$ cat config.mk
export PLATFORM = sky130hd
export DESIGN_NAME = conv_result_stage
export DESIGN_NICKNAME = d
export VERILOG_FILES = /design/src/logic/conv_cfg_pkg.sv /design/src/logic/conv_types_pkg.sv /design/src/logic/conv_result_stage.sv
export SDC_FILE = /design/constraint.sdc
export NUM_CORES = 1
export LEC_CHECK = 0
export ABC_AREA = 1
export ABC_CLOCK_PERIOD_IN_PS = 1100
export BUFFER_PORTS_ARGS = -buffer_cell sky130_fd_sc_hd__buf_2
export CORE_MARGIN = 2
export CORE_UTILIZATION = 34
export DETAILED_ROUTE_END_ITERATION = 7
export GPL_TIMING_DRIVEN = 0
export PLACE_DENSITY = 0.72
export SKIP_CTS_REPAIR_TIMING = 1
export SYNTH_ARGS = -nofsm -noshare
export SYNTH_HDL_FRONTEND = slang
export SYNTH_SLANG_ARGS = --single-unit
$ cat constraint.sdc
create_clock -name clk -period 1.1 [get_ports clk]
set_input_delay 0.22 -clock clk [delete_from_list [all_inputs] [get_ports clk]]
set_output_delay 0.22 -clock clk [all_outputs]
set_load 0.05 [all_outputs]
$ cat src/logic/conv_cfg_pkg.sv
package conv_cfg_pkg;

    // Picture geometry kept small for short simulation runs
    localparam int PIC_SIZE    = 12;         // Width and height of the input picture
    localparam int KERNEL_SIZE = 5;          // Side of the square kernel
    localparam int PAD         = 2;          // Zero border on every side
    localparam int BUF_WIDTH   = PIC_SIZE + 2 * PAD; // One padded row in the line buffer
    localparam int KERNEL_TAPS = KERNEL_SIZE * KERNEL_SIZE;

    // Data widths
    localparam int PIXEL_BITS  = 8;
    localparam int WEIGHT_BITS = 8;

    // Full-precision sum of all taps that cannot overflow
    localparam int SUM_BITS    = PIXEL_BITS + WEIGHT_BITS + $clog2(KERNEL_TAPS);

    // Output side
    localparam int RESULT_BITS = 8;
    localparam int RESULT_MAX  = 127;        // Saturation ceiling of a result

endpackage

$ cat src/logic/conv_types_pkg.sv
package conv_types_pkg;

    import conv_cfg_pkg::*;

    typedef logic [PIXEL_BITS-1:0]  pixel_t;
    typedef logic [WEIGHT_BITS-1:0] weight_t;

    // Tap index is row * KERNEL_SIZE + column
    typedef logic [KERNEL_TAPS-1:0][PIXEL_BITS-1:0]  window_t;
    typedef logic [KERNEL_TAPS-1:0][WEIGHT_BITS-1:0] kernel_t; // Same tap order as window_t

    typedef logic [SUM_BITS-1:0]    sum_t;    // Unsaturated PE output
    typedef logic [RESULT_BITS-1:0] result_t; // Clamped result

    typedef logic [$clog2(PIC_SIZE)-1:0]            col_t;  // Column (also used for rows)
    typedef logic [$clog2(PIC_SIZE*PIC_SIZE)-1:0]   addr_t; // Raster address of a result

endpackage

$ cat src/logic/conv_result_stage.sv
`timescale 1ns/1ps

module conv_result_stage (
    input  logic                    clk,
    input  logic                    rst_n,
    input  logic                    conv_start,
    input  conv_types_pkg::sum_t    sum,
    input  logic                    sum_valid,
    output conv_types_pkg::result_t conv_result,
    output logic                    conv_result_valid,
    output conv_types_pkg::addr_t   conv_result_addr
);

    import conv_cfg_pkg::*;
    import conv_types_pkg::*;

    addr_t addr_cnt; // Raster position of the next result

    // Clamp in the same cycle as the PE output
    always_comb begin
        if (sum > sum_t'(RESULT_MAX)) begin
            conv_result = result_t'(RESULT_MAX);
        end else begin
            conv_result = result_t'(sum);
        end
    end

    assign conv_result_valid = sum_valid;
    assign conv_result_addr  = addr_cnt;

    always_ff @(posedge clk or negedge rst_n) begin
        if (!rst_n) begin
            addr_cnt <= '0;
        end else if (conv_start) begin
            addr_cnt <= '0;               // Each picture restarts at 0
        end else if (sum_valid) begin
            addr_cnt <= addr_cnt + 1'b1;
        end
    end

endmodule

Word-level counts from Yosys, hierarchy flattened
Cells that the tools add are included.
{ "word_totals": {"out_inout_bits": 17, "input_bits": 25, "ff_bits": 8, "wordCells": 7} }
{ "classes": {"add_sub_neg": 1, "n_lt_le_gt_ge": 1, "n_reduce_logical": 1, "n_mux": 3} }
{ "ops": {"columns": ["op", "n"], "rows": [
  ["8-bit 2-to-1 mux", 3],
  ["21-bit by 7-bit > comparator with 1-bit output (second input constant)", 1],
  ["8-bit by 1-bit adder with 8-bit output (second input constant)", 1],
  ["2-bit nonzero test", 1]
]} }

Longest topological paths before layout
{ "logic_depth": {"word_depth": 3, "ltp_mapped": 6, "depth_no_buf": 6} }

Least setup slack after synthesis
Ideal clock, no wire load.
{ "synth_path": {"path_type": "register -> register", "from": "register addr_cnt[1] (netlist: conv_result_addr[1])", "to": "register addr_cnt[4] (netlist: conv_result_addr[4])", "slack_ns": -0.388, "arrival_time_ns": 1.369, "required_ns": 0.981, "setup_ns": 0.119, "period_less_slack_ns": 1.488, "n_path_buf": 0, "path_stages_with_launch": 7, "cell_sequence": "dfrtp_1 -> ha_1 -> nand2_1 -> nor3_1 -> nand2_1 -> nand2_1 -> nor2_1"} }
{ "synth_between": {"elab_chain_len": 3} }
{ "synth_rtl": {"columns": ["item", "line_no", "rtl"], "rows": [
  ["start, declared", "conv_result_stage.sv:17", "addr_t addr_cnt;"],
  ["start signal, assigned", "conv_result_stage.sv:37", "addr_cnt <= addr_cnt + 1'b1;"],
  ["8-bit by 1-bit adder with 8-bit output", "conv_result_stage.sv:37", null],
  ["8-bit 2-to-1 mux", "conv_result_stage.sv:36", "end else if (sum_valid) begin"],
  ["8-bit 2-to-1 mux", "conv_result_stage.sv:34", "end else if (conv_start) begin"]
]} }
No other way between the ends. The select of a mux whose other input is x is not followed.
A chain may end at the register's enable or synchronous reset.

Worst setup path after layout
{ "layout_path": {"from": "input port sum[11]", "to": "output port conv_result[2]"} }
{ "layout_between": {"elab_chain_len": 2} }
{ "layout_rtl": {"columns": ["item", "line_no", "rtl"], "rows": [
  ["start, declared", "conv_result_stage.sv:7", "input conv_types_pkg::sum_t sum,"],
  ["21-bit by 7-bit > comparator with 1-bit output", "conv_result_stage.sv:21", "if (sum > sum_t'(RESULT_MAX)) begin"],
  ["8-bit 2-to-1 mux", "conv_result_stage.sv:21", null],
  ["end, declared", "conv_result_stage.sv:9", "output conv_types_pkg::result_t conv_result,"]
]} }
No other way between the ends.

==> flow_metrics.py <==
metrics = {
    "finish": {
        "syn2layout_area_growth_pct": 87.8,
        "finish.utilization": 0.694,
        "largest_reg_flops": 8,
        "drive_gt1_frac": 0.614,
        "stdcell_area_sq_um": 1060,
        "nNetsFinal": 154,
        "antennaDiodeCount": 0,
        "final_cell_count_no_fill": 143,
    },
    "route": {
        "route.detailed.drc": 0,
        "drtAntennaViolNets": 0,
        "first_pass_iters": 4,
        "viasPerCell": 4.71,
        "drt-total-wl_um": 1840,
        "wl_per_cell_um": 12.8,
        "drt_iter0_markers": 9,
        "dr_total_vias": 673,
    },
    "clock_network": {
        "cts_buffers": 3,
        "cts-root-buf": "clkbuf_4",
        "clkLatencyLatePin_ps": 270,
        "cts.sinks": 8,
        "cts_tree": "built",
        "cts_buffer_depth": 2,
        "clk_pin_slew_ps": 70,
        "cts.htree.levels": 1,
    },
    "worst_setup_path": {
        "critPathSlowestCell": "nor3_4",
        "criticalPathCategory": "input pin to output pin",
        "cp_common_cell": "buf_2",
        "cp_top_family": "simple AND/OR/NAND/NOR gates",
        "worstPathCellList": "buf_2, nor2_4, nand2_2, nor3_4, nand3b_1, buf_2",
        "critPathMaxFanout": 7,
        "cp-start-kind": "input pin",
        "r2r-start": "conv_result_addr[1]$_DFFE_PN0P_",
        "critical_path_arrival_ps": 1030,
        "critPathCaptureType": "output pin",
        "cp.required_ps": 880,
        "cp_num_buf_inv": 2,
        "cp_slowest_stage_delay_ps": 230,
        "critPathLaunch": "sum[11]",
    },
    "logic_synthesis": {
        "netlist_area_sq_um": 563,
        "synth_cells": 80,
        "yosys.area.top_type_share": 0.356,
        "ys_top_cells_by_area": "dfrtp_1 (36%), nor2_1 (11%), nand2_1 (11%)",
        "yosysTopAreaCell": "dfrtp_1",
        "ys_warn_count": 0,
        "syn_area_per_cell_sq_um": 7.04,
        "ys_seq_area_frac": 0.356,
        "syn-num-nets": 106,
        "synth_cell_types": 17,
        "yosys_register_bits": 8,
    },
    "global_route": {
        "gr-total-overflow": 0,
        "grt_use_total": 0.172,
        "grt_max_degree": 9,
        "grt_pass1_wl_um": 2420,
        "grt_pass1_vias": 586,
        "antenna_found_initial": 0,
    },
    "placement": {
        "pre_cts_ws_ps": -166,
        "port_buffers": 40,
        "place_area_sq_um": 851,
        "place.gp.congestion": 0.815,
        "dp.cells": 136,
        "dpl.hpwl_um": 1190,
    },
    "sta": {
        "post-route-period-util": 1.14,
        "setup_viol": 11,
        "hold_viol": 0,
        "fin_crit_ps": 1250,
        "slew_viol_final": 0,
        "timing.final.ws_setup_ps": -154,
        "fmax_mhz": 797,
        "fin_skew_ps": 13.3,
        "rsz0062_at_grt": "yes",
    },
    "floorplanning": {
        "die_h_um": 44.7,
        "fp.dieW_um": 44.7,
        "core-area_sq_um": 1520,
        "ioPinCount": 42,
        "rows": 14,
        "die-area_sq_um": 2000,
        "initial_core_util": 0.369,
    },
    "pwr": {
        "power.leakage_nw": 0.469,
        "power.density_nw_per_um2": 717,
        "ir_drop_v": 0.000938,
        "p_total_mw": 0.758,
    },
    "status": {
        "outcome": "finished, violations left",
        "violations": "negative setup slack",
    },
    "hold_path": {
        "hold_path.class": "input pin to flop",
        "hold_start": "conv_start",
    },
    "flow_run": {
        "maxCapViolCount": 0,
    },
}
-- per-stage QoR --
stage	setup TNS (ps)	hold WS (ps)
2_1_floorplan	-1010	-75.6
3_3_place_gp	-1040	73.5
3_5_place_dp	-1140	77.1
4_1_cts	-1680	-214
5_1_grt	-1730	207
6_report	-1080	202
-- layer usage --
| layer | vias to the layer above | wire, um | global-route usage |
|---|---|---|---|
| met5 | - | 0 | 0 |
| met3 | 4 | 112 | 0.0640 |
| met1 | 298 | 730 | 0.178 |
| li1 | 348 | - | - |
| met2 | 23 | 967 | 0.284 |
| met4 | 0 | 27 | 0.121 |
-- logic make-up (layout without fill, tap and decap cells) --
group	after synthesis	in the layout	share of synthesized area
AO/OA/AOI/OAI	5	5	0.0489
adder cells (fa/ha/maj)	1	1	0.0222
buffers and inverters	11	58	0.0867
flip-flops	8	8	0.356
other	1	1	0.00666
AND/OR/NAND/NOR	54	54	0.480
-- report_power, final --
group	leakage [nW]	switching, mW	internal [mW]	total [mW]
clock	0.0150	0.123	0.140	0.263
combinational	0.355	0.0993	0.0790	0.178
sequential	0.0991	0.0150	0.302	0.317
total	0.469	0.237	0.520	0.758
-- layout make-up --
| type | count | area, sq um |
|---|---|---|
| Buffer | 2 | 15.0 |
| Fill cell | 130 | 467 |
| Inverter | 9 | 36.3 |
| Timing Repair Buffer | 43 | 328 |
| Sequential cell | 8 | 209 |
| Clock buffer | 4 | 26.3 |
| Tap cell | 16 | 20.0 |
| Multi-Input combinational cell | 61 | 423 |
-- layout by cell type, fill, tap and decap left out, types with 2 or more instances in the layout --
cell type,count
buf_2,23
buf_6,16
nand2_1,13
nor2_1,12
nand3b_1,7
dfrtp_2,7
nor2_4,6
inv_1,6
nand3_2,4
buf_4,4
clkbuf_4,4
nand3_1,3
nand2_2,2
nor3_4,2
a21oi_1,2
inv_2,2
nor3_2,2
-- worst paths after layout --
check,endpoint,slack (ps),cells past startpoint
min reg2reg,conv_result_addr[4]$_DFFE_PN0P_,570,3
max reg2reg,conv_result_addr[4]$_DFFE_PN0P_,-20,6
min in group asynchronous,conv_result_addr[2]$_DFFE_PN0P_,310,2
max,conv_result[2],-150,6
min,conv_result_addr[2]$_DFFE_PN0P_,200,2
max in group asynchronous,conv_result_addr[3]$_DFFE_PN0P_,580,2
-- synth_stat cells --
master / instances
ha_1: 1
nand3_2: 1
buf_4: 2
a211oi_1: 1
nand3_1: 6
conb_1: 1
nand4_1: 1
inv_1: 9
nor2_4: 2
o21ai_0: 1
nand3b_1: 7
nor2_1: 17
nand2_1: 16
dfrtp_1: 8
a21oi_1: 3
nor3_1: 3
nor3_2: 1
Note: power is estimated with default switching activity, not from simulation.
