--- src/logic/conv_cfg_pkg.sv ---
package conv_cfg_pkg;

    // Picture geometry kept small for short simulation runs
    localparam int PIC_SIZE    = 12;         // Width and height of the input picture
    localparam int KERNEL_SIZE = 5;          // Side of the square kernel
    localparam int PAD         = 2;          // Zero border on every side
    localparam int BUF_WIDTH   = PIC_SIZE + 2 * PAD; // One padded row in the line buffer
    localparam int KERNEL_TAPS = KERNEL_SIZE * KERNEL_SIZE;

    // Data widths
    localparam int PIXEL_BITS  = 8;
    localparam int WEIGHT_BITS = 8;

    // Full-precision sum of all taps that cannot overflow
    localparam int SUM_BITS    = PIXEL_BITS + WEIGHT_BITS + $clog2(KERNEL_TAPS);

    // Output side
    localparam int RESULT_BITS = 8;
    localparam int RESULT_MAX  = 127;        // Saturation ceiling of a result

endpackage

--- src/logic/conv_types_pkg.sv ---
package conv_types_pkg;

    import conv_cfg_pkg::*;

    typedef logic [PIXEL_BITS-1:0]  pixel_t;
    typedef logic [WEIGHT_BITS-1:0] weight_t;

    // Tap index is row * KERNEL_SIZE + column
    typedef logic [KERNEL_TAPS-1:0][PIXEL_BITS-1:0]  window_t;
    typedef logic [KERNEL_TAPS-1:0][WEIGHT_BITS-1:0] kernel_t; // Same tap order as window_t

    typedef logic [SUM_BITS-1:0]    sum_t;    // Unsaturated PE output
    typedef logic [RESULT_BITS-1:0] result_t; // Clamped result

    typedef logic [$clog2(PIC_SIZE)-1:0]            col_t;  // Column (also used for rows)
    typedef logic [$clog2(PIC_SIZE*PIC_SIZE)-1:0]   addr_t; // Raster address of a result

endpackage

--- src/logic/conv_pe.sv ---
`timescale 1ns/1ps

module conv_pe (
    input  logic                    clk,
    input  logic                    rst_n,
    input  logic                    win_valid,
    input  conv_types_pkg::window_t window,
    input  conv_types_pkg::kernel_t kernel,
    output conv_types_pkg::sum_t    sum,
    output logic                    sum_valid
);

    import conv_cfg_pkg::*;
    import conv_types_pkg::*;

    logic [PIXEL_BITS+WEIGHT_BITS-1:0] prod [KERNEL_TAPS]; // One product per tap from stage one
    logic                              prod_valid;
    sum_t                              tree_sum;           // Combinational sum of the products

    // One valid bit per stage
    always_ff @(posedge clk or negedge rst_n) begin
        if (!rst_n) begin
            prod_valid <= 1'b0;
            sum_valid  <= 1'b0;
        end else begin
            prod_valid <= win_valid;
            sum_valid  <= prod_valid;
        end
    end

    // Stage one multiplies
    always_ff @(posedge clk) begin
        if (win_valid) begin
            for (int i = 0; i < KERNEL_TAPS; i++) begin
                prod[i] <= window[i] * kernel[i];
            end
        end
    end

    // Adder tree widened to the full sum width before adding
    always_comb begin
        tree_sum = '0;
        for (int i = 0; i < KERNEL_TAPS; i++) begin
            tree_sum = tree_sum + sum_t'(prod[i]);
        end
    end

    // Stage two
    always_ff @(posedge clk) begin
        if (prod_valid) begin
            sum <= tree_sum;
        end
    end

endmodule

--- config.mk ---
export PLATFORM = sky130hd
export DESIGN_NAME = conv_pe
export DESIGN_NICKNAME = d
export VERILOG_FILES = /design/src/logic/conv_cfg_pkg.sv /design/src/logic/conv_types_pkg.sv /design/src/logic/conv_pe.sv
export SDC_FILE = /design/constraint.sdc
export NUM_CORES = 2
export LEC_CHECK = 0
export BUFFER_PORTS_ARGS = -buffer_cell sky130_fd_sc_hd__buf_2
export CAP_MARGIN = 20
export CELL_PAD_IN_SITES_DETAIL_PLACEMENT = 2
export CELL_PAD_IN_SITES_GLOBAL_PLACEMENT = 2
export CORE_MARGIN = 2
export CORE_UTILIZATION = 42
export DETAILED_ROUTE_END_ITERATION = 12
export GPL_ROUTABILITY_DRIVEN = 0
export PLACE_DENSITY = 0.86
export SKIP_CTS_REPAIR_TIMING = 1
export SLEW_MARGIN = 30
export SYNTH_ARGS = -nofsm -noshare
export SYNTH_HDL_FRONTEND = slang
export SYNTH_SLANG_ARGS = --single-unit
export TNS_END_PERCENT = 50
--- constraint.sdc ---
create_clock -name clk -period 7.92 [get_ports clk]
set_input_delay 1.584 -clock clk [delete_from_list [all_inputs] [get_ports clk]]
set_output_delay 1.584 -clock clk [all_outputs]
set_load 0.05 [all_outputs]
---- Word level (Yosys, flattened, before mapping) ----
Memories as Yosys holds them, arrays and structs flattened.
Cells that the tools add are included.
operators by class
  multipliers ............................. 25
  shift operators ......................... 0
  reduce and logical (&&, ||, !) cells .... 0
  equal/unequal tests ..................... 0
  div/mod/pow operators ................... 0
  add/sub/neg operators ................... 24
  $lt $le $gt $ge ......................... 0
  bitwise operators ....................... 0
  mux-type cells .......................... 2
operators by type and width
  cell                        count
  multiplier 8 x 8 -> 16 bit  25
  adder 21 x 16 -> 21 bit     19
  adder 20 x 16 -> 21 bit     1
  adder 19 x 16 -> 20 bit     1
  adder 18 x 16 -> 19 bit     1
  adder 17 x 16 -> 18 bit     1
  adder 16 x 16 -> 17 bit     1
  2-to-1 mux 1 bit            2
storage, ports and cells
  output and inout port bits .............. 22
  ROM bits ................................ 0
  logic and storage cells ................. 55
  bits in latches ......................... 0
  RAM bits ................................ 400
  register bits after elaboration ......... 23
  memories kept ........................... 1
memories
  memory  words  width  rd ports  clocked after memory_dff  write ports  line           source
  prod    25     16     25        0                         25           conv_pe.sv:16  logic [PIXEL_BITS+WEIGHT_BITS-1:0] prod [KERNEL_TAPS];

---- Logic depth before layout (Yosys ltp) ----
  depth in word-level cells ............... 24
  depth in mapped cells ................... 21
  gate-level depth less buffers ........... 20

---- Least setup slack after synthesis ----
No wires, ideal clock.
  path kind ............................... reg2reg
  from .................................... memory prod[1][68] (netlist bit)
  to ...................................... register sum[20], data pin
  required time ........................... 7654 ps
  setup time .............................. 266 ps
  cell stages (with the launch flop) ...... 19
  path buffers ............................ 0
  setup slack ............................. 2166 ps
  period minus slack after synthesis ...... 5754 ps
  arrival time ............................ 5488 ps
  cell sequence ........................... edfxtp_1 fa_1 fa_1 inv_1 fa_1 fa_1 inv_1 fa_1 fa_1 inv_1 fa_1 inv_1 ha_1 nor2b_1 o31a_1 o311ai_2 o21ai_1 a31oi_1 o21ai_0
RTL lines
  item                  line           source
  from (decl)           conv_pe.sv:16
  to (signal assigned)  conv_pe.sv:51  sum <= tree_sum;
  to (decl)             conv_pe.sv:9   output conv_types_pkg::sum_t sum,

==> flow_summary.html <==
<table>
<tr><th>Metric</th><th>Value</th></tr>
<tr><th colspan="2">Synth</th></tr>
<tr><td>Sequential-to-total area share from yosys stat</td><td>0.173</td></tr>
<tr><td>Yosys top cell by area</td><td>sky130_fd_sc_hd__fa_1</td></tr>
<tr><td>Proportion of netlist area held by the largest area contributor</td><td>0.345</td></tr>
<tr><td>Synth Area per Inst</td><td>10.1 um^2</td></tr>
<tr><td>Combined area of all synthesized cells</td><td>0.0733 mm^2</td></tr>
<tr><td>Total of flip-flops plus latches after synthesis</td><td>423</td></tr>
<tr><td>Top cells by area, synth</td><td>sky130_fd_sc_hd__fa_1, sky130_fd_sc_hd__edfxtp_1, sky130_fd_sc_hd__ha_1</td></tr>
<tr><td>FFs w/ async S/R, synth</td><td>0.00473</td></tr>
<tr><td>Number of flops mapped to enable cells by yosys</td><td>421</td></tr>
<tr><td>Number of standard cells after synthesis</td><td>7288</td></tr>
<tr><td>Cell variety after synth</td><td>63</td></tr>
<tr><td>Net count after synthesis</td><td>9890</td></tr>
<tr><td>Number of warnings reported in the yosys synthesis log</td><td>0</td></tr>
<tr><td>Top_reg_cell synth</td><td>sky130_fd_sc_hd__edfxtp_1</td></tr>
<tr><th colspan="2">Place</th></tr>
<tr><td>Placed cells</td><td>10022</td></tr>
<tr><td>Estimated wirelength of the detail-placed design</td><td>232000 um</td></tr>
<tr><td>Pre-CTS setup slack</td><td>1240 ps</td></tr>
<tr><td>Port Buffers</td><td>424</td></tr>
<tr><th colspan="2">Die</th></tr>
<tr><td>Initial Util</td><td>0.422</td></tr>
<tr><td>I/O pins</td><td>425</td></tr>
<tr><td>DIE HEIGHT</td><td>422 um</td></tr>
<tr><td>Core Area</td><td>0.174 mm^2</td></tr>
<tr><td>Std-Cell Rows</td><td>153</td></tr>
<tr><td>Die W</td><td>422 um</td></tr>
<tr><td>Die ar.</td><td>0.178 mm^2</td></tr>
<tr><th colspan="2">Global routing</th></tr>
<tr><td>First-pass GRT wire length</td><td>473000 um</td></tr>
<tr><td>Global-route track usage on met3</td><td>0.0745</td></tr>
<tr><td>Met2 routing resource usage after global routing</td><td>0.629</td></tr>
<tr><td>GR Util All Layers</td><td>0.357</td></tr>
<tr><td>Vias in the first global route</td><td>70354</td></tr>
<tr><td>GR Layer Usage met1</td><td>0.363</td></tr>
<tr><td>Pin count of the biggest net entering global routing</td><td>130</td></tr>
<tr><td>Routing layer with the top usage in global route</td><td>met2</td></tr>
<tr><td>Number of antenna violations at the first check in global routing</td><td>60</td></tr>
<tr><td>Leftover overflow at the end of global routing</td><td>0</td></tr>
<tr><th colspan="2">Clock tree</th></tr>
<tr><td>Clock Tree Root</td><td>sky130_fd_sc_hd__clkbuf_16</td></tr>
<tr><td>Clock Sinks</td><td>423</td></tr>
<tr><td>Clock buffer count from CTS</td><td>56</td></tr>
<tr><td>Maximum clock insertion buffer count</td><td>3</td></tr>
<tr><td>Number of levels in the clock H-tree</td><td>2</td></tr>
<tr><td>CTS tree</td><td>yes</td></tr>
<tr><td>Clock transition time at the flip-flop clock pins of the worst setup and hold paths</td><td>70 ps</td></tr>
<tr><td>Clk Latency, worst-skew pair</td><td>690 ps</td></tr>
<tr><th colspan="2">Setup path</th></tr>
<tr><td>Cell with the largest stage delay on the worst path</td><td>sky130_fd_sc_hd__o311ai_0</td></tr>
<tr><td>Endpoint arrival time on the critical path</td><td>7420 ps</td></tr>
<tr><td>Data required time at the worst endpoint</td><td>8310 ps</td></tr>
<tr><td>Dominant delay contributor by cell family on the critical path</td><td>adder cells</td></tr>
<tr><td>Path type of the worst setup path</td><td>flop to flop</td></tr>
<tr><td>Largest fanout of any net on the critical path</td><td>4</td></tr>
<tr><td>Kind of end point of the critical path</td><td>flop</td></tr>
<tr><td>Maximum cell stage delay along the critical path</td><td>660 ps</td></tr>
<tr><td>Type of origin of the critical path</td><td>flop</td></tr>
<tr><td>Library cell appearing most often on the critical path</td><td>sky130_fd_sc_hd__fa_1</td></tr>
<tr><td>Series of cell instances along the critical path</td><td>fa_1 -&gt; inv_1 -&gt; fa_1 -&gt; inv_1 -&gt; fa_1 -&gt; fa_1 -&gt; fa_1 -&gt; fa_1 -&gt; inv_1 -&gt; fa_1 -&gt; inv_1 -&gt; ha_1 -&gt; nor2b_1 -&gt; o31a_1 -&gt; o311ai_2 -&gt; o21ai_1 -&gt; o311ai_0</td></tr>
<tr><td>CP Buf/Inv Count</td><td>4</td></tr>
<tr><td>Worst setup slack for register-to-register paths</td><td>880 ps</td></tr>
<tr><th colspan="2">Timing</th></tr>
<tr><td>Max_slew headroom</td><td>0.361</td></tr>
<tr><td>Min cycle time layout</td><td>7040 ps</td></tr>
<tr><td>Setup-failing EPs final</td><td>0</td></tr>
<tr><td>Unrepaired setup endpoints after global routing</td><td>no</td></tr>
<tr><td>Max Slew Vio Count</td><td>0</td></tr>
<tr><td>Tightest Pin Transition</td><td>959 ps</td></tr>
<tr><td>Final hold violation count</td><td>0</td></tr>
<tr><td>Setup TNS after final layout</td><td>0 ps</td></tr>
<tr><td>Ratio of final minimum period to clock period</td><td>0.888</td></tr>
<tr><td>Setup clock skew after layout</td><td>34.6 ps</td></tr>
<tr><td>Maximum clock frequency</td><td>142 MHz</td></tr>
<tr><td>Smallest setup slack after layout</td><td>884 ps</td></tr>
<tr><th colspan="2">Route</th></tr>
<tr><td>Drt drc</td><td>0</td></tr>
<tr><td>Drt total wl</td><td>320000 um</td></tr>
<tr><td>Average wire per cell in the routed design</td><td>31.5 um</td></tr>
<tr><td>Number of antenna-violating nets in the routed design</td><td>0</td></tr>
<tr><td>Total number of vias</td><td>58527</td></tr>
<tr><td>Number of optimization iterations in the first detailed-route pass</td><td>5</td></tr>
<tr><td>Violation count after the first detailed-route iteration</td><td>3929</td></tr>
<tr><td>Number of vias per cell</td><td>5.76</td></tr>
<tr><th colspan="2">Layout</th></tr>
<tr><td>Fraction of final layout cells with drive strength greater than 1</td><td>0.0740</td></tr>
<tr><td>Layout area overhead</td><td>9.49%</td></tr>
<tr><td>Final non-filler cell total</td><td>10164</td></tr>
<tr><td>Layout Nets</td><td>10358</td></tr>
<tr><th colspan="2">Outcome</th></tr>
<tr><td>Result of the run</td><td>complete, no violations</td></tr>
<tr><th colspan="2">Worst hold path</th></tr>
<tr><td>Path type of the worst min-delay path</td><td>flop to flop</td></tr>
<tr><th colspan="2">Job</th></tr>
<tr><td>Max_cap viols</td><td>0</td></tr>
</table>
[path summary, 6_finish.rpt]
path / start / end / cells after the start
worst max-delay path: prod[2][52] / sum[14] / 17
worst min-delay path: prod[1][112] / sum[0] / 1
worst max register to register: prod[2][52] / sum[14] / 17
worst min register to register: prod[1][112] / sum[0] / 1
max in group asynchronous: rst_n / prod_valid / 1
min in group asynchronous: rst_n / sum_valid / 1
[stage by stage]
| stage | util | instance area [um^2] | hold slack [ps] |
|---|---|---|---|
| global placement | 0.451 | 78300 | 562 |
| CTS | 0.461 | 80100 | 620 |
| finish | 0.462 | 80200 | 640 |
| detailed placement | 0.451 | 78300 | 598 |
| floorplan | - | 73300 | 526 |
| global route | 0.462 | 80200 | 645 |
[registers in the layout (all words and copies together) (netlist names)]
name        count
prod          400
prod_valid      1
sum            21
sum_valid       1
[area by class of cell]
type / instances / area, um^2
antenna: 39 / 97.6
clock buffer: 67 / 1440
clock inverter: 35 / 372
fill: 18189 / 93400
inverter: 1649 / 6190
multi-input combinational: 5197 / 54300
sequential: 423 / 12700
tap: 2325 / 2910
timing repair buffer: 429 / 2210
[cells in the mapped netlist (all sizes together), types with 3 or more instances]
cell,instances
o21bai,47
xnor2,229
nor2,136
inv,1649
clkbuf,19
a21oi,189
a41oi,4
nand3,26
a2111oi,16
ha,936
nor3,85
or3,5
fa,1263
a211oi,32
o21ai,150
nor4b,3
nand2,823
a31oi,26
xor2,58
and2,882
mux2i,16
o31ai,23
o311ai,4
or2,4
o2111ai,3
a21o,61
o2111a,3
edfxtp,421
o21a,12
o211ai,9
and3,20
o41ai,18
nand2b,24
a211o,3
nor2b,64
o31a,4
[logic make-up after synthesis]
| family | share of synthesized area |
|---|---|
| fa+ha+maj | 0.505 |
| simple gates | 0.143 |
| buf+inv | 0.0854 |
| compound gates | 0.0567 |
| flops | 0.173 |
| xor+xnor | 0.0343 |
| mux | 0.00219 |
[cells in the final DEF (no fill, tap or decap), types with 39 or more instances in the layout]
cell / count
sky130_fd_sc_hd__fa_1: 1263
sky130_fd_sc_hd__a21oi_1: 188
sky130_fd_sc_hd__nor3_1: 85
sky130_fd_sc_hd__o21bai_1: 47
sky130_fd_sc_hd__inv_1: 1649
sky130_fd_sc_hd__diode_2: 39
sky130_fd_sc_hd__nor2b_1: 63
sky130_fd_sc_hd__xnor2_1: 229
sky130_fd_sc_hd__clkbuf_16: 56
sky130_fd_sc_hd__a21o_1: 61
sky130_fd_sc_hd__nor2_1: 136
sky130_fd_sc_hd__and2_1: 882
sky130_fd_sc_hd__edfxtp_1: 421
sky130_fd_sc_hd__xor2_1: 58
sky130_fd_sc_hd__nand2_1: 823
sky130_fd_sc_hd__buf_2: 423
sky130_fd_sc_hd__o21ai_0: 132
sky130_fd_sc_hd__ha_1: 936
[routing by layer]
| metal | share of wire | vias up | wire length (um) |
|---|---|---|---|
| met1 | 0.33 | 30425 | 107000 |
| met4 | 0.11 | 34 | 33800 |
| met3 | 0.059 | 1592 | 19000 |
| met5 | 0.00065 | - | 209 |
| met2 | 0.50 | 2803 | 160000 |
| li1 | - | 23673 | - |
Power is not shown: default switching activity piles up to over one toggle a cycle in this logic, so the estimate is an artifact.
