## src/logic/conv_cfg_pkg.sv

```systemverilog
package conv_cfg_pkg;

    // Picture geometry kept small for short simulation runs
    localparam int PIC_SIZE    = 12;         // Width and height of the input picture
    localparam int KERNEL_SIZE = 5;          // Side of the square kernel
    localparam int PAD         = 2;          // Zero border on every side
    localparam int BUF_WIDTH   = PIC_SIZE + 2 * PAD; // One padded row in the line buffer
    localparam int KERNEL_TAPS = KERNEL_SIZE * KERNEL_SIZE;

    // Data widths
    localparam int PIXEL_BITS  = 8;
    localparam int WEIGHT_BITS = 8;

    // Full-precision sum of all taps that cannot overflow
    localparam int SUM_BITS    = PIXEL_BITS + WEIGHT_BITS + $clog2(KERNEL_TAPS);

    // Output side
    localparam int RESULT_BITS = 8;
    localparam int RESULT_MAX  = 127;        // Saturation ceiling of a result

endpackage

```

## src/logic/conv_types_pkg.sv

```systemverilog
package conv_types_pkg;

    import conv_cfg_pkg::*;

    typedef logic [PIXEL_BITS-1:0]  pixel_t;
    typedef logic [WEIGHT_BITS-1:0] weight_t;

    // Tap index is row * KERNEL_SIZE + column
    typedef logic [KERNEL_TAPS-1:0][PIXEL_BITS-1:0]  window_t;
    typedef logic [KERNEL_TAPS-1:0][WEIGHT_BITS-1:0] kernel_t; // Same tap order as window_t

    typedef logic [SUM_BITS-1:0]    sum_t;    // Unsaturated PE output
    typedef logic [RESULT_BITS-1:0] result_t; // Clamped result

    typedef logic [$clog2(PIC_SIZE)-1:0]            col_t;  // Column (also used for rows)
    typedef logic [$clog2(PIC_SIZE*PIC_SIZE)-1:0]   addr_t; // Raster address of a result

endpackage

```

## src/logic/conv_line_if.sv

```systemverilog
`timescale 1ns/1ps

interface conv_line_if;

    logic                line_start;   // Clear buffer and fetch the first three rows
    logic                line_advance; // Shift all rows up by one
    logic                line_load;    // With line_advance, a real row follows
    logic                line_ready;   // No fill pending
    conv_types_pkg::col_t win_col;     // Leftmost column of the window

    // Control side
    modport sequencer (
        output line_start,
        output line_advance,
        output line_load,
        output win_col,
        input  line_ready
    );

    // Storage side
    modport buffer (
        input  line_start,
        input  line_advance,
        input  line_load,
        input  win_col,
        output line_ready
    );

endinterface

```

## src/logic/conv_line_buffer.sv

```systemverilog
`timescale 1ns/1ps

module conv_line_buffer (
    input  logic                   clk,
    input  logic                   rst_n,
    conv_line_if.buffer            line,
    input  conv_types_pkg::pixel_t pic,
    input  logic                   pic_valid,
    output logic                   need_pic,
    output conv_types_pkg::window_t window
);

    import conv_cfg_pkg::*;
    import conv_types_pkg::*;

    pixel_t     rows [KERNEL_SIZE][BUF_WIDTH]; // Padded rows with row 0 on top
    logic       pending;                       // A fill is in progress
    logic [2:0] fill_row;                      // Buffer row being filled
    col_t       fill_col;                      // Picture column being filled
    logic       take;                          // Pixel accepted this cycle
    logic       row_end;

    assign take      = pending && pic_valid;
    assign row_end   = (fill_col == col_t'(PIC_SIZE - 1));
    assign need_pic  = pending;
    assign line.line_ready = !pending;

    // Fill control
    always_ff @(posedge clk or negedge rst_n) begin
        if (!rst_n) begin
            pending  <= 1'b0;
            fill_row <= '0;
            fill_col <= '0;
        end else if (line.line_start) begin
            pending  <= 1'b1;                  // Picture rows 0..2 go to buffer rows 2..4
            fill_row <= 3'(PAD);
            fill_col <= '0;
        end else if (line.line_advance) begin
            pending  <= line.line_load;        // No load leaves the bottom row zero
            fill_row <= 3'(KERNEL_SIZE - 1);
            fill_col <= '0;
        end else if (take) begin
            if (row_end) begin
                fill_col <= '0;
                if (fill_row == 3'(KERNEL_SIZE - 1)) begin
                    pending <= 1'b0;           // Bottom row complete
                end else begin
                    fill_row <= fill_row + 1'b1;
                end
            end else begin
                fill_col <= fill_col + 1'b1;
            end
        end
    end

    // Row storage where the border columns only ever receive zero
    always_ff @(posedge clk) begin
        if (line.line_start) begin
            for (int r = 0; r < KERNEL_SIZE; r++) begin
                for (int c = 0; c < BUF_WIDTH; c++) begin
                    rows[r][c] <= '0;
                end
            end
        end else if (line.line_advance) begin
            for (int r = 0; r < KERNEL_SIZE - 1; r++) begin
                for (int c = 0; c < BUF_WIDTH; c++) begin
                    rows[r][c] <= rows[r+1][c];
                end
            end
            for (int c = 0; c < BUF_WIDTH; c++) begin
                rows[KERNEL_SIZE-1][c] <= '0; // Overwritten by the fill when one follows
            end
        end else if (take) begin
            rows[fill_row][int'(fill_col) + PAD] <= pic;
        end
    end

    // Window columns win_col to win_col+4 in tap-major order
    always_comb begin
        for (int r = 0; r < KERNEL_SIZE; r++) begin
            for (int c = 0; c < KERNEL_SIZE; c++) begin
                window[r*KERNEL_SIZE + c] = rows[r][int'(line.win_col) + c];
            end
        end
    end

endmodule

```

## src/flat_wrapper.sv

```systemverilog
// flat-port wrapper written by rule: the top's interface ports become plain ports
module conv_line_buffer_flat import conv_cfg_pkg::*; import conv_types_pkg::*;
  (clk, rst_n, pic, pic_valid, need_pic, window, line_line_start, line_line_advance, line_line_load, line_win_col, line_line_ready);
  conv_line_if line_i ();
  input  logic clk;
  input  logic rst_n;
  input  conv_types_pkg::pixel_t pic;
  input  logic pic_valid;
  output logic need_pic;
  output conv_types_pkg::window_t window;
  input wire logic [$bits(line_i.line_start)-1:0] line_line_start;
  input wire logic [$bits(line_i.line_advance)-1:0] line_line_advance;
  input wire logic [$bits(line_i.line_load)-1:0] line_line_load;
  input wire logic [$bits(line_i.win_col)-1:0] line_win_col;
  output wire logic [$bits(line_i.line_ready)-1:0] line_line_ready;
  assign line_i.line_start = line_line_start;
  assign line_i.line_advance = line_line_advance;
  assign line_i.line_load = line_line_load;
  assign line_i.win_col = line_win_col;
  assign line_line_ready = line_i.line_ready;
  conv_line_buffer u_core (.clk(clk), .rst_n(rst_n), .line(line_i), .pic(pic), .pic_valid(pic_valid), .need_pic(need_pic), .window(window));
endmodule
```

## config.mk

```make
export PLATFORM = sky130hd
export DESIGN_NAME = conv_line_buffer_flat
export DESIGN_NICKNAME = d
export VERILOG_FILES = /design/src/logic/conv_cfg_pkg.sv /design/src/logic/conv_types_pkg.sv /design/src/logic/conv_line_if.sv /design/src/logic/conv_line_buffer.sv /design/src/flat_wrapper.sv
export SDC_FILE = /design/constraint.sdc
export NUM_CORES = 2
export LEC_CHECK = 0
export BUFFER_PORTS_ARGS = -buffer_cell sky130_fd_sc_hd__buf_2
export CORE_MARGIN = 2
export CORE_UTILIZATION = 59
export CTS_BUF_LIST = sky130_fd_sc_hd__clkbuf_4
export CTS_CLUSTER_DIAMETER = 80
export DETAILED_ROUTE_END_ITERATION = 10
export GPL_TIMING_DRIVEN = 0
export PLACE_DENSITY = 0.8
export SLEW_MARGIN = 10
export SYNTH_ARGS = -nofsm -noshare
export SYNTH_HDL_FRONTEND = slang
export SYNTH_SLANG_ARGS = --single-unit
```

## constraint.sdc

```tcl
create_clock -name clk -period 4.2 [get_ports clk]
set_input_delay 0.63 -clock clk [delete_from_list [all_inputs] [get_ports clk]]
set_output_delay 0.63 -clock clk [all_outputs]
set_load 0.1 [all_outputs]
```

==> run_results.csv, run 1 <==
group,metric,value,unit
status,status,"stopped before the end",
status,haltStage,"global routing",
status,error,"[ERROR GRT-0116] Global routing finished with congestion. Check the congestion regions in the DRC Viewer.",
yosys,ys_top_cells_by_count,"826 x nand2_1, 640 x edfxtp_1, 524 x mux4_2",
placed_design,gp_congestion,1.20,
grt,grt_pass1_wl,424000,um
yosys,netlist_area,47300,um2
yosys,syn-num-nets,4094,
yosys,synth_ff_type,"edfxtp_1",
placed_design,dpl_worst_slack,-2710,ps
grt,overflow,1,
yosys,ys_top_cells_by_area,"edfxtp_1 41%, mux4_2 25%, nand2_1 6.6%",
clock_network,clkSinkCount,648,
yosys,synth.most_common_cell,"nand2_1",
yosys,synth-seq-cells,648,
yosys,syn_avg_cell_area,11.6,um2
clock_network,cts.path.max_buffers,3,
placed_design,hpwl,222000,um
yosys,synth-async-reset-ratio,1.23,%
grt,groute.usage.overall,77.3,%
yosys,synth_edf_count,640,
die,fp.dieH,287,um
yosys,netlist-cell-type-count,43,
grt,grt_pass1_vias,49700,
clock_network,numCtsBuffers,167,
clock_network,cts_root_buf,"clkbuf_4",
yosys,ys.warnings.count,0,
grt,grt_max_degree,17,
yosys,synth_seq_area_share,41.0,%
die,dieWidth,287,um
yosys,syn_inst,4065,
yosys,synth_area_leader_cell,"edfxtp_1",
yosys,synth_top_area_share,40.6,%
die,pin_count,220,
clock_network,h-tree-depth,4,
die,start_util,59.7,%
placed_design,portBuffers,210,
die,rows,103,
-- through the flow --
stage	hold WS, ps	std cells	area (um2)
floorplan	334	4065	48500
global placement	477	5325	50900
detailed placement	482	5337	51000
CTS	260	5659	55600
-- layer usage --
metal  GRT usage [%]  GRT overflow
met5            39.3             0
met3            67.1             0
met2            89.8             0
met1            79.3             0
met4            70.6             1
-- logic make-up after synthesis --
kind of cell             after synthesis  share of synthesized area [%]
flip-flops                           648                           41.0
XOR/XNOR                              10                          0.225
multiplexers                         788                           30.6
buffers and inverters                446                           3.93
adder cells (fa/ha/maj)               11                          0.291
AO/OA/AOI/OAI                        911                           11.9
AND/OR/NAND/NOR                     1251                           12.0
-- what timing repair did --
item / CTS
hold buffers: 9
endpoints found under the setup margin: 189
endpoints found under the hold margin: 16
setup buffers: 21
pin swaps: 28
gates resized for setup: 582
gates cloned: 5
==> run 2, diff against run 1 <==
CORE_UTILIZATION = 40   (was 59)
CTS_BUF_LIST = default   (was sky130_fd_sc_hd__clkbuf_4)
CTS_CLUSTER_DIAMETER = default   (was 80)
PLACE_DENSITY = default   (was 0.8)
PLACE_DENSITY_LB_ADDON = 0.15   (was default)
clock period = 5.46 ns   (was 4.2 ns; I/O delays follow)
==> run 2 against run 1 <==
Against the previous run:
- the flow now finishes, with violations (capacitance limit, slew limit, setup timing)
- synthesized cell count stayed put
- area after synthesis unchanged
==> run_results.csv, run 2 <==
group,metric,value,unit
routing,first_iter_violations,9132,
grt,grt_antenna_before_repair,31,
yosys,synth_ff_type,"edfxtp_1",
yosys,syn_inst,4065,
job,maxCapViolCount,2,
yosys,synth_area_leader_cell,"edfxtp_1",
yosys,netlist_area,47300,um2
yosys,syn-num-nets,4094,
sta,layout_setup_ws,-331,ps
die,core-area,118000,um2
sta,fin_crit_sh,106,%
worst_setup_path,crit_required,4640,ps
cells_and_area,largest_register_ffs,640,
worst_hold_path,min_path_type,"in -> reg",
grt,overflow,0,
clock_network,clkSinkCount,648,
cells_and_area,largestRegisters,"u_core.rows (640), u_core.fill_col (4), u_core.fill_row (3)",
clock_network,h-tree-depth,3,
cells_and_area,post-route-util,46.4,%
cells_and_area,layout_common_cells,"822 x nand2_1, 640 x edfxtp_1, 524 x mux4_2",
cells_and_area,largest_register,"u_core.rows",
worst_setup_path,rrSetupSlack,1160,ps
yosys,synth-seq-cells,648,
sta,period_minus_slack,5790,ps
worst_setup_path,r2r_start,"u_core.fill_col[1]$_DFFE_PN0P_",
power_and_ir_drop,p_per_area,327,nW/um2
worst_setup_path,worstSetupEndpointType,"output pin",
yosys,synth_edf_count,640,
sta,rsz0062_at_grt,"true",
routing,drt_wl_total,327000,um
sta,max_freq,173,MHz
worst_setup_path,cp_max_fo,19,
worst_setup_path,cp.arrival,4970,ps
cells_and_area,area_growth,15.4,%
yosys,synth_seq_area_share,41.0,%
yosys,ys_top_cells_by_area,"edfxtp_1 41%, mux4_2 25%, nand2_1 6.6%",
routing,dr_total_vias,45700,
sta,relSlewSlack,-4.45,%
status,violations,"capacitance limit, slew limit, setup timing",
placed_design,portBuffers,210,
grt,grt_max_degree,20,
worst_setup_path,setup.worst_path.start,"line_win_col[1]",
placed_design,gp_congestion,1.10,
sta,finalHoldViolCount,0,
cells_and_area,drive_gt1_share,29.0,%
grt,grt_pass1_vias,41900,
clock_network,cts_tree,"yes",
die,start_util,40.2,%
die,pin_count,220,
sta,fin_skew,41.0,ps
yosys,synth_top_area_share,40.6,%
clock_network,numCtsBuffers,76,
status,status,"finished, violations left",
yosys,synth.most_common_cell,"nand2_1",
placed_design,hpwl,260000,um
clock_network,cts.path.max_buffers,3,
power_and_ir_drop,p_leak,19.4,nW
routing,drtPass1Iterations,8,
worst_setup_path,worst_setup_path_start_kind,"primary input",
worst_setup_path,rr_worst_depth,6,
clock_network,insertion_delay,720,ps
worst_setup_path,r2r_end,"u_core.rows[4][75]$_SDFFCE_PN0P_",
sta,slew_violations,21,
worst_setup_path,crit_type,"in -> out",
die,rows,126,
yosys,netlist-cell-type-count,43,
grt,groute.usage.overall,53.5,%
routing,drcViolationCount,0,
clock_network,clk_pin_slew_worst_paths,60,ps
sta,fin_setup_tns,-4570,ps
yosys,ys_top_cells_by_count,"826 x nand2_1, 640 x edfxtp_1, 524 x mux4_2",
routing,drtAntennaViolNets,0,
cells_and_area,nets,4420,
die,dieWidth,348,um
power_and_ir_drop,ir_worst_vdd,0.000294,V
worst_setup_path,cp-endpoint,"window[136]",
routing,vias_per_cell,7.61,
yosys,ys.warnings.count,0,
die,fp.dieH,348,um
cells_and_area,final_common_cell,"nand2_1",
yosys,syn_avg_cell_area,11.6,um2
grt,grt_pass1_wl,419000,um
yosys,synth-async-reset-ratio,1.23,%
sta,tightest_slew,1570,ps
routing,avgRoutedWirePerCell,54.5,um
sta,setup_violations,70,
clock_network,cts_root_buf,"clkbuf_16",
die,design.die.area,121000,um2
-- run 2: worst min-delay path by stage --
| stage | start | to | cells after the start |
|---|---|---|---|
| floorplan | rst_n | u_core.fill_col[0]$_DFFE_PN0P_ | 0 |
| global placement | u_core.rows[4][4]$_SDFFCE_PN0P_ | u_core.rows[3][4]$_DFFE_PP_ | 2 |
| detailed placement | u_core.fill_col[1]$_DFFE_PN0P_ | u_core.fill_col[1]$_DFFE_PN0P_ | 2 |
| CTS | line_line_load | u_core.need_pic$_DFFE_PN0P_ | 3 |
| global route | line_line_load | u_core.need_pic$_DFFE_PN0P_ | 3 |
| finish | line_line_load | u_core.need_pic$_DFFE_PN0P_ | 3 |
-- run 2: routing by layer --
| metal | GRT usage, % | share of wire, % |
|---|---|---|
| met5 | 3.32 | 0.13 |
| met1 | 64.7 | 34 |
| met4 | 46.8 | 11 |
| met3 | 22.0 | 15 |
| met2 | 72.6 | 39 |
-- run 2: cells by family (layout without fill, tap and decap cells) --
kind of cell | after synthesis | count (layout) | synth area share [%]
DFF | 648 | 648 | 41.0
and+or+nand+nor | 1251 | 1251 | 12.0
adders and majority gates | 11 | 11 | 0.291
buffers and inverters | 446 | 830 | 3.93
AOI/OAI and AO/OA | 911 | 911 | 11.9
other | 0 | 18 | 0
xor gates and xnor gates | 10 | 10 | 0.225
muxes | 788 | 788 | 30.6
-- run 2: final cells by class --
cell class                      count  area (um2)
Clock buffer                       90        1980
Buffer                            434        2140
Fill cell                       11000       63200
Antenna cell                       18        45.0
Timing Repair Buffer              251        1730
Clock inverter                     46         503
Sequential cell                   648       19400
Inverter                            9        33.8
Tap cell                         1536        1920
Multi-Input combinational cell   2971       26800
-- run 2: timing repair --
item,in CTS,in global routing
endpoints found under the hold margin,8,0
hold buffers,1,0
setup buffers,2,6
pin swaps,0,1
endpoints found under the setup margin,120,95
resized for setup,230,57
-- run 2: through the flow --
step | instances | hold WS, ps | instance area (um2) | worst slack (ps) | total power, W
final | 6003 | 335 | 54600 | -331 | 0.0179
after global placement | 5811 | 619 | 50700 | -3080 | 0.0121
after floorplan | 4065 | 523 | 47700 | 143 | 0.00983
after CTS | 5978 | 332 | 54300 | 9.62 | 0.0174
after detailed placement | 5842 | 614 | 51100 | -2990 | 0.0121
after global routing | 5985 | 406 | 54600 | -40.6 | 0.0179
-- run 2: worst max-delay path, stage by stage --
cell      delay, ps
buf_2           190
buf_8           260
buf_4           260
inv_1           140
clkbuf_4        320
ha_4            570
clkbuf_1        540
nor2b_1         220
a211oi_1       1110
a31oi_2         110
buf_2           400
-- run 2: power breakdown --
group          leakage (nW)  total (W)  internal, W  switching, W
Clock                  1.19    0.00531      0.00294       0.00237
Sequential             7.21    0.00629      0.00577      0.000511
Combinational          11.0    0.00627      0.00151       0.00476
Power figures use the tool's default switching activity.
